**src/common/ex_cp0_pkg.sv**
```systemverilog
`default_nettype none

package ex_cp0_pkg;

    // cp0 register numbers, select 0
    localparam logic [4:0] CP0_INDEX    = 5'd0;
    localparam logic [4:0] CP0_ENTRYLO0 = 5'd2;
    localparam logic [4:0] CP0_ENTRYLO1 = 5'd3;
    localparam logic [4:0] CP0_BADVADDR = 5'd8;
    localparam logic [4:0] CP0_COUNT    = 5'd9;
    localparam logic [4:0] CP0_ENTRYHI  = 5'd10;
    localparam logic [4:0] CP0_COMPARE  = 5'd11;
    localparam logic [4:0] CP0_STATUS   = 5'd12;
    localparam logic [4:0] CP0_CAUSE    = 5'd13;
    localparam logic [4:0] CP0_EPC      = 5'd14;

    typedef struct packed {
        logic [4:0] reg_num;
        logic [2:0] sel;
    } cp0_field_t;

    // whole address for compares, split view for decoding
    typedef union packed {
        logic [7:0] raw;
        cp0_field_t f;
    } cp0_addr_u;

    typedef struct packed {
        logic in_delay_slot;
        logic eret;
        logic syscall;
        logic brk;
        logic inst_adel;
        logic ri;
        logic intr;
        logic data_adel;
        logic data_ades;
        logic overflow;
    } ex_excp_t;

endpackage

`default_nettype wire

```
**src/hdl/cp0_write_mask.sv**
```systemverilog
`timescale 1ns/100ps
`default_nettype none

module cp0_write_mask
    import ex_cp0_pkg::*;
(
    input  cp0_addr_u   w_addr,
    input  logic [31:0] rt_data,
    output logic [31:0] w_data
);

    always_comb begin
        w_data = 32'h0;
        // only select 0 registers are writable
        if (w_addr.f.sel == 3'd0) begin
            case (w_addr.f.reg_num)
                CP0_BADVADDR, CP0_COUNT, CP0_COMPARE, CP0_EPC: begin
                    w_data = rt_data;
                end
                CP0_STATUS: begin
                    // interrupt mask, exl and ie
                    w_data[15:8] = rt_data[15:8];
                    w_data[1:0]  = rt_data[1:0];
                end
                CP0_CAUSE: begin
                    // software interrupts
                    w_data[9:8] = rt_data[9:8];
                end
                CP0_INDEX: begin
                    w_data[3:0] = rt_data[3:0];
                end
                CP0_ENTRYLO0, CP0_ENTRYLO1: begin
                    w_data[25:0] = rt_data[25:0];
                end
                CP0_ENTRYHI: begin
                    // vpn2 and asid
                    w_data[31:13] = rt_data[31:13];
                    w_data[7:0]   = rt_data[7:0];
                end
                default: begin
                    w_data = 32'h0;
                end
            endcase
        end
    end

endmodule

`default_nettype wire

```
**config.mk**
```make
export PLATFORM = sky130hd
export DESIGN_NAME = cp0_write_mask
export DESIGN_NICKNAME = d
export VERILOG_FILES = /design/src/common/ex_cp0_pkg.sv /design/src/hdl/cp0_write_mask.sv
export SDC_FILE = /design/constraint.sdc
export NUM_CORES = 1
export LEC_CHECK = 0
export BUFFER_PORTS_ARGS = -buffer_cell sky130_fd_sc_hd__buf_2
export CAP_MARGIN = 25
export CORE_MARGIN = 2
export CORE_UTILIZATION = 29
export DETAILED_ROUTE_END_ITERATION = 6
export GPL_ROUTABILITY_DRIVEN = 0
export PLACE_DENSITY = 0.86
export SYNTH_ARGS = -nofsm -noshare
export SYNTH_HDL_FRONTEND = slang
export SYNTH_SLANG_ARGS = --single-unit
export TNS_END_PERCENT = 50
```
**constraint.sdc**
```tcl
create_clock -name vclk -period 4.1
set_clock_uncertainty 0.1 [all_clocks]
set_input_delay 0.82 -clock vclk [all_inputs]
set_output_delay 0.82 -clock vclk [all_outputs]
set_load 0.03 [all_outputs]
```
==> impl_metrics.json <==
{
  "setup_viol": 0,
  "drc_errors": 0,
  "yosysTopAreaCellShare": 0.2922,
  "grt_pass1_vias": 474,
  "grt_usage": 0.1486,
  "port_buffers": 72,
  "drv_cap": 0,
  "start_util": 0.3037,
  "die_h_um": 40.46,
  "num_io_pins": 72,
  "fmax_ghz": 0.3194,
  "viasPerCell": 4.517,
  "p_per_area_mw_per_mm2": 57.97,
  "total_leakage_power_nw": 0.5243,
  "worst_hold_slack_ps": 1873,
  "die_area_sq_mm": 0.001637,
  "first_pass_iters": 2,
  "vias": 655,
  "fin_nets": 172,
  "netlist_area_sq_um": 385.4,
  "synth_area_leaders": "and2_1, and3_1, a21oi_1",
  "criticalPathCategory": "in -> out",
  "grt_antenna_before_repair": 0,
  "power_w": 0.00004337,
  "grt_start_max_net_pins": 15,
  "layout_common_cells": "buf_2, and2_1, nand2_1",
  "worstPathRequired_ps": 3180,
  "hold_class": "in -> out",
  "worstPathArrival_ps": 2210,
  "tns_ps": 0,
  "fin_crit_sh": 0.7637,
  "yosysSeqAreaShare": 0,
  "hold_violations": 0,
  "tightest_slew_ps": 709.5,
  "layout_commonest_cell": "buf_2",
  "design.core.area_sq_mm": 0.001269,
  "final_util": 0.5897,
  "start_kind": "primary input",
  "max_slew_margin": 0.5226,
  "regArea_sq_um": 0,
  "seq_cells": 0,
  "path_max_fanout": 6,
  "wl_um": 1369,
  "clock_buffer_count": 0,
  "min_period_ps": 3131,
  "status": "finished clean",
  "ys_types": 23,
  "die_w_um": 40.46,
  "ir_drop_mv": 0.02377,
  "gr-total-overflow": 0,
  "hold_buffers": 0,
  "worstSetupEndpointType": "output port",
  "antenna_cells": 0,
  "drv_slew": 0,
  "syn_to_final_growth_pct": 94.16,
  "drtAntennaViolNets": 0,
  "wl_per_cell_um": 9.441,
  "drive_gt1_frac": 0.6231,
  "rsz0062_at_grt": "no",
  "synth_nets": 100,
  "rows": 13,
  "postCtsSetupRepairBufs": 0,
  "dpl.hpwl_um": 1252,
  "yosys_warnings": 0,
  "yosysTopAreaCell": "and2_1",
  "synthCells": 60,
  "grt_pass1_wl_um": 1731,
  "syn_area_per_cell_sq_um": 6.423,
  "drt_iter0_drc": 2,
  "post_cts_resized": 0
}
-- metal layers --
| metal | vias up | routed length, um | global-route usage |
|---|---|---|---|
| met3 | 0 | 214 | 0.005556 |
| met1 | 256 | 526 | 0.1635 |
| met2 | 52 | 628 | 0.3175 |
| met4 | 0 | 0 | 0 |
| met5 | - | 0 | 0 |
| li1 | 347 | - | - |
-- cell usage after synthesis --
master    instances
buf_6             1
nand2_1           6
nand3b_1          1
nor2b_1           2
nor4bb_1          1
inv_1             3
or4_4             1
o211a_1           1
and3_2            3
a21oi_2           1
a21oi_1           5
mux2_2            1
and2_2            2
a211oi_1          1
nor4_1            1
a21o_1            1
nand3_1           1
o21bai_1          1
and2_1           18
and3_1            5
buf_2             1
nand2b_4          1
o21ai_0           2
-- worst max-delay path: stages --
cell and delay, ps:
buf_2 100, nor4_1 630, o211a_1 320, and2_1 140, buf_2 190
-- final timing paths --
| check | startpoint | endpoint | slack [ps] | depth (start not counted) |
|---|---|---|---|---|
| min | rt_data[8] | w_data[8] | 1870 | 4 |
| max | w_addr[7] | w_data[28] | 970 | 5 |
-- area by class of cell --
| cell class | count | area [sq um] |
|---|---|---|
| Fill cell | 125 | 520.5 |
| Inverter | 3 | 11.26 |
| Multi-Input combinational cell | 55 | 357.8 |
| Tap cell | 15 | 18.77 |
| Timing Repair Buffer | 72 | 360.3 |
-- stage by stage --
step                      cells  setup WS [ps]  area, sq um
after floorplan              60           1229        385.4
after global placement      145           1001        748.2
after detailed placement    145          952.2        748.2
after CTS                   145          947.9        748.2
after global routing        145          806.5        748.2
final                       145          968.7        748.2
-- report_power, final --
group | internal (W) | switching (W)
Sequential | 0 | 0
Clock | 0 | 0
Combinational | 0.0000219 | 0.0000214
-- cell families after synthesis --
kind of cell	synth area share
simple gates	0.7013
compound gates	0.1981
buf+inv	0.07141
mux	0.02922
(Power assumes the default switching activity.)
