## config.mk

```make
export PLATFORM = sky130hd
export DESIGN_NAME = ex_exception_check
export DESIGN_NICKNAME = d
export VERILOG_FILES = /design/src/common/ex_cp0_pkg.sv /design/src/common/ex_ctrl_pkg.sv /design/src/hdl/ex_exception_check.sv
export SDC_FILE = /design/constraint.sdc
export NUM_CORES = 1
export LEC_CHECK = 0
export ABC_AREA = 0
export ABC_CLOCK_PERIOD_IN_PS = 1420
export BUFFER_PORTS_ARGS = -buffer_cell sky130_fd_sc_hd__buf_2
export CORE_AREA = 5 5 42 44
export DETAILED_ROUTE_END_ITERATION = 10
export DIE_AREA = 0 0 47 49
export SLEW_MARGIN = 20
export SYNTH_ARGS = -nofsm -noshare
export SYNTH_HDL_FRONTEND = slang
export SYNTH_SLANG_ARGS = --single-unit
```

## constraint.sdc

```tcl
create_clock -name vclk -period 1.42
set_clock_uncertainty 0.15 [all_clocks]
set_input_delay 0.142 -clock vclk [all_inputs]
set_output_delay 0.142 -clock vclk [all_outputs]
set_load 0.01 [all_outputs]
```

## src/common/ex_cp0_pkg.sv

```systemverilog
`default_nettype none

package ex_cp0_pkg;

    // cp0 register numbers, select 0
    localparam logic [4:0] CP0_INDEX    = 5'd0;
    localparam logic [4:0] CP0_ENTRYLO0 = 5'd2;
    localparam logic [4:0] CP0_ENTRYLO1 = 5'd3;
    localparam logic [4:0] CP0_BADVADDR = 5'd8;
    localparam logic [4:0] CP0_COUNT    = 5'd9;
    localparam logic [4:0] CP0_ENTRYHI  = 5'd10;
    localparam logic [4:0] CP0_COMPARE  = 5'd11;
    localparam logic [4:0] CP0_STATUS   = 5'd12;
    localparam logic [4:0] CP0_CAUSE    = 5'd13;
    localparam logic [4:0] CP0_EPC      = 5'd14;

    typedef struct packed {
        logic [4:0] reg_num;
        logic [2:0] sel;
    } cp0_field_t;

    // whole address for compares, split view for decoding
    typedef union packed {
        logic [7:0] raw;
        cp0_field_t f;
    } cp0_addr_u;

    typedef struct packed {
        logic in_delay_slot;
        logic eret;
        logic syscall;
        logic brk;
        logic inst_adel;
        logic ri;
        logic intr;
        logic data_adel;
        logic data_ades;
        logic overflow;
    } ex_excp_t;

endpackage

`default_nettype wire

```

## src/common/ex_ctrl_pkg.sv

```systemverilog
`default_nettype none

package ex_ctrl_pkg;

    // operand A source
    typedef logic [2:0] src_a_sel_t;
    localparam src_a_sel_t SRC_A_ZERO = 3'd0;
    localparam src_a_sel_t SRC_A_RS   = 3'd1;
    localparam src_a_sel_t SRC_A_RT   = 3'd2;

    // operand B source
    typedef logic [2:0] src_b_sel_t;
    localparam src_b_sel_t SRC_B_ZERO = 3'd0;
    localparam src_b_sel_t SRC_B_RT   = 3'd1;
    localparam src_b_sel_t SRC_B_RS   = 3'd2;
    localparam src_b_sel_t SRC_B_IMME = 3'd3;
    localparam src_b_sel_t SRC_B_SA   = 3'd4;

    typedef logic [5:0] alu_op_t;
    localparam alu_op_t ALU_ADD   = 6'd0;
    localparam alu_op_t ALU_ADDU  = 6'd1;
    localparam alu_op_t ALU_SUB   = 6'd2;
    localparam alu_op_t ALU_SUBU  = 6'd3;
    localparam alu_op_t ALU_AND   = 6'd4;
    localparam alu_op_t ALU_OR    = 6'd5;
    localparam alu_op_t ALU_XOR   = 6'd6;
    localparam alu_op_t ALU_NOR   = 6'd7;
    localparam alu_op_t ALU_SLT   = 6'd8;
    localparam alu_op_t ALU_SLTU  = 6'd9;
    localparam alu_op_t ALU_SLL   = 6'd10;
    localparam alu_op_t ALU_SRL   = 6'd11;
    localparam alu_op_t ALU_SRA   = 6'd12;
    localparam alu_op_t ALU_LUI   = 6'd13;
    localparam alu_op_t ALU_MULT  = 6'd14;
    localparam alu_op_t ALU_MULTU = 6'd15;
    localparam alu_op_t ALU_DIV   = 6'd16;
    localparam alu_op_t ALU_DIVU  = 6'd17;

    typedef logic [2:0] alu_res_sel_t;
    localparam alu_res_sel_t RES_ALU = 3'd0;
    localparam alu_res_sel_t RES_HI  = 3'd1;
    localparam alu_res_sel_t RES_LO  = 3'd2;
    localparam alu_res_sel_t RES_PC8 = 3'd3;
    localparam alu_res_sel_t RES_CP0 = 3'd4;

    // bit 3 set means store
    typedef logic [3:0] ls_sel_t;
    localparam ls_sel_t LS_LB  = 4'b0000;
    localparam ls_sel_t LS_LBU = 4'b0001;
    localparam ls_sel_t LS_LH  = 4'b0010;
    localparam ls_sel_t LS_LHU = 4'b0011;
    localparam ls_sel_t LS_LW  = 4'b0100;
    localparam ls_sel_t LS_SB  = 4'b1000;
    localparam ls_sel_t LS_SH  = 4'b1001;
    localparam ls_sel_t LS_SW  = 4'b1010;

    // hi/lo forward source
    typedef logic [2:0] fwd_sel_t;
    localparam fwd_sel_t FWD_HILO = 3'd0;
    localparam fwd_sel_t FWD_LS1  = 3'd1;
    localparam fwd_sel_t FWD_LS2  = 3'd2;

    typedef struct packed {
        src_a_sel_t   src_a_sel;
        src_b_sel_t   src_b_sel;
        alu_op_t      alu_op;
        alu_res_sel_t alu_res_sel;
        logic         w_reg_ena;
        logic [4:0]   w_reg_dst;
        logic [1:0]   w_hilo_ena;
        logic         w_cp0_ena;
        logic [7:0]   w_cp0_addr;
        logic         ls_ena;
        ls_sel_t      ls_sel;
        logic         wb_reg_sel;
        logic         check_ov;
    } ex_ctrl_t;

    localparam int DIV_STEPS = 32;

endpackage

`default_nettype wire
```

## src/hdl/ex_exception_check.sv

```systemverilog
`timescale 1ns/100ps
`default_nettype none

module ex_exception_check
    import ex_ctrl_pkg::*, ex_cp0_pkg::*;
(
    input  ex_excp_t   excp_in,
    input  logic       ls_ena,
    input  ls_sel_t    ls_sel,
    input  logic [1:0] ls_addr,
    input  logic       check_ov,
    input  logic       overflow,
    output ex_excp_t   excp_out,
    output logic       has_exception
);

    logic half_bad;
    logic word_bad;

    assign half_bad = ls_addr[0];
    assign word_bad = |ls_addr;

    always_comb begin
        excp_out = excp_in;
        excp_out.data_adel = excp_in.data_adel | (ls_ena &&
            (((ls_sel == LS_LH || ls_sel == LS_LHU) && half_bad) ||
             (ls_sel == LS_LW && word_bad)));
        excp_out.data_ades = excp_in.data_ades | (ls_ena &&
            ((ls_sel == LS_SH && half_bad) || (ls_sel == LS_SW && word_bad)));
        // unsigned ops leave check_ov low
        excp_out.overflow  = excp_in.overflow | (overflow & check_ov);
    end

    // delay slot is a qualifier, not an exception
    assign has_exception = excp_out.eret | excp_out.syscall | excp_out.brk |
                           excp_out.inst_adel | excp_out.ri | excp_out.intr |
                           excp_out.data_adel | excp_out.data_ades |
                           excp_out.overflow;

endmodule

`default_nettype wire

```

==> impl_metrics.yaml <==
critical_path:
  worst_setup_path_end_kind: "primary output"
  cp.buffers_inverters: 2
  path_cells: "buf_6, or4_4, nor4_4, nand4_1, buf_2"
  critPathKind: "primary input to primary output"
  critPathMaxFanout: 2
  arrival_ps: 1180
  required_ps: 1130
  critPathTopFamily: "simple AND/OR/NAND/NOR gates"
  max_stage_delay_ps: 540
  startpoint_type: "primary input"
  cp_slowest_cell: "or4_4"
timing:
  slew_headroom_pct: 84.2
  hold_violations: 0
  drv_slew: 0
  grt_setup_unrepaired: "yes"
  worst_pin_slew_ps: 236
  period_minus_slack_ps: 1470
  setup_ws_ps: -52.8
  whs_ps: 134
  setup_viol: 1
  max_freq_mhz: 679
  min_period_over_period_pct: 104
  finalSetupTns_ps: -52.8
power_and_ir_drop:
  leakage_nw: 0.167
  switchingPower_mw: 0.0384
  clockPowerShare_pct: 0
  ir_drop_mv: 0.0700
  p_seq_share_pct: 0
  p_int_mw: 0.0427
  power_mw: 0.0811
  p_per_area_mw_per_mm2: 254
  comb_power_share_pct: 100.0
  netSwitchingFraction_pct: 47.3
run:
  cap_viol_max_count: 0
logic_synthesis:
  synth_area_um2: 190
  syn_avg_cell_area_um2: 7.31
  ys_top_cells_by_count: "buf_4, inv_1, nand3b_1"
  yosys-top-cells-area: "buf_4, inv_1, nand3b_1"
  synth_cell_types: 15
  yosys_warnings: 0
  yosysTopAreaCell: "buf_4"
  syn-instance-count: 26
  synth_top_area_share_pct: 27.6
  yosys.cell_count.top_type: "buf_4"
  syn_nets: 45
  yosysSeqAreaShare_pct: 0
layout:
  fin_nets: 68
  nFlopsAndLatches: 0
  fin_util_pct: 22.8
  final-seq-area_um2: 0
  area_growth_pct: 67.8
  layout_common_cells: "buf_2, inv_1, nand3b_1, buf_6"
  final_common_cell: "buf_2"
  drive_gt1_share_pct: 63.8
  nClkBuffers: 0
  diodes: 0
global_routing:
  grt_first_pass_wirelength_um: 1110
  grt_pass1_vias: 273
  grt-ovfl-total: 0
  grt_max_degree: 6
  antenna_found_initial: 0
  grt.total_usage_pct: 5.96
route:
  ant_nets: 0
  finalWirelength_um: 683
  drc_errors: 0
  wire_per_inst_um: 10.8
  drt_iter0_drc: 2
  num_vias: 268
  drt_pass1_iterations: 2
  via_per_inst: 4.25
die:
  die_y_um: 49
  num_io_pins: 30
  fp.dieW_um: 47
  rows: 14
  start_util_pct: 13.6
  die_area_mm2: 0.00230
  fp.coreArea_mm2: 0.00140
place:
  pre_cts_ws_ps: -100
  gp_congestion: 0.600
  port_buffers: 28
worst_hold_path:
  worst_hold_path_type: "primary input to primary output"
  min_from: "excp_in[9]"
  whs_path_depth: 0
  min_to: "excp_out[9]"
outcome:
  status: "finished, violations left"
  violations: "setup timing"
clock_network:
  cts_setup_buffers: 0
-- worst max path at each step --
stage | to | startpoint | slack, ps | cells past startpoint
final | has_exception | excp_in[7] | -50 | 5
after floorplan | has_exception | excp_in[7] | 170 | 3
after detailed placement | has_exception | excp_in[7] | -100 | 5
after CTS | has_exception | excp_in[7] | -70 | 5
after global placement | has_exception | excp_in[7] | -40 | 5
after global routing | has_exception | excp_in[7] | -110 | 5
-- cell families (layout without fill, tap and decap cells) --
kind of cell    Yosys count  in the layout  share of synthesized area, %
xor+xnor                  1              1                          4.61
compound gates            4              4                          20.4
simple gates              9              9                          37.5
buf+inv                  12             33                          37.5
-- what timing repair did --
item                                    in CTS  in global routing
endpoints found under the setup margin       1                  1
pin swaps                                    1                  0
cloned                                       0                  0
gates resized for setup                      2                  1
endpoints found under the hold margin        0                  0
hold buffers                                 0                  0
-- area by class of cell --
type                       count  area (um2)
fill                         176        1080
inverter                       5        18.8
multi-input combinational     14         128
tap                           16        20.0
timing repair buffer          28         153
-- power by group through the flow --
| stage | Sequential (mW) | Clock, mW | Combinational, mW |
|---|---|---|---|
| after CTS | 0 | 0 | 0.0805 |
| after global placement | 0 | 0 | 0.0754 |
| after global routing | 0 | 0 | 0.0904 |
| final | 0 | 0 | 0.0811 |
| after floorplan | 0 | 0 | 0.0427 |
| after detailed placement | 0 | 0 | 0.0759 |
-- metrics by stage --
stage,instances,cell area (um2)
3_3_place_gp,63,298
5_1_grt,63,319
6_report,63,319
2_1_floorplan,26,190
4_1_cts,63,313
3_5_place_dp,63,298
-- metal layers --
metal / GRT usage [%] / part of all wire [%] / vias to the layer above
met5: 0 / 0 / -
met4: 0 / 0 / 0
met2: 9.05 / 42 / 26
met1: 9.13 / 38 / 112
met3: 1.11 / 21 / 0
li1: - / - / 130
No activity file was read; power rests on OpenSTA's default activity.
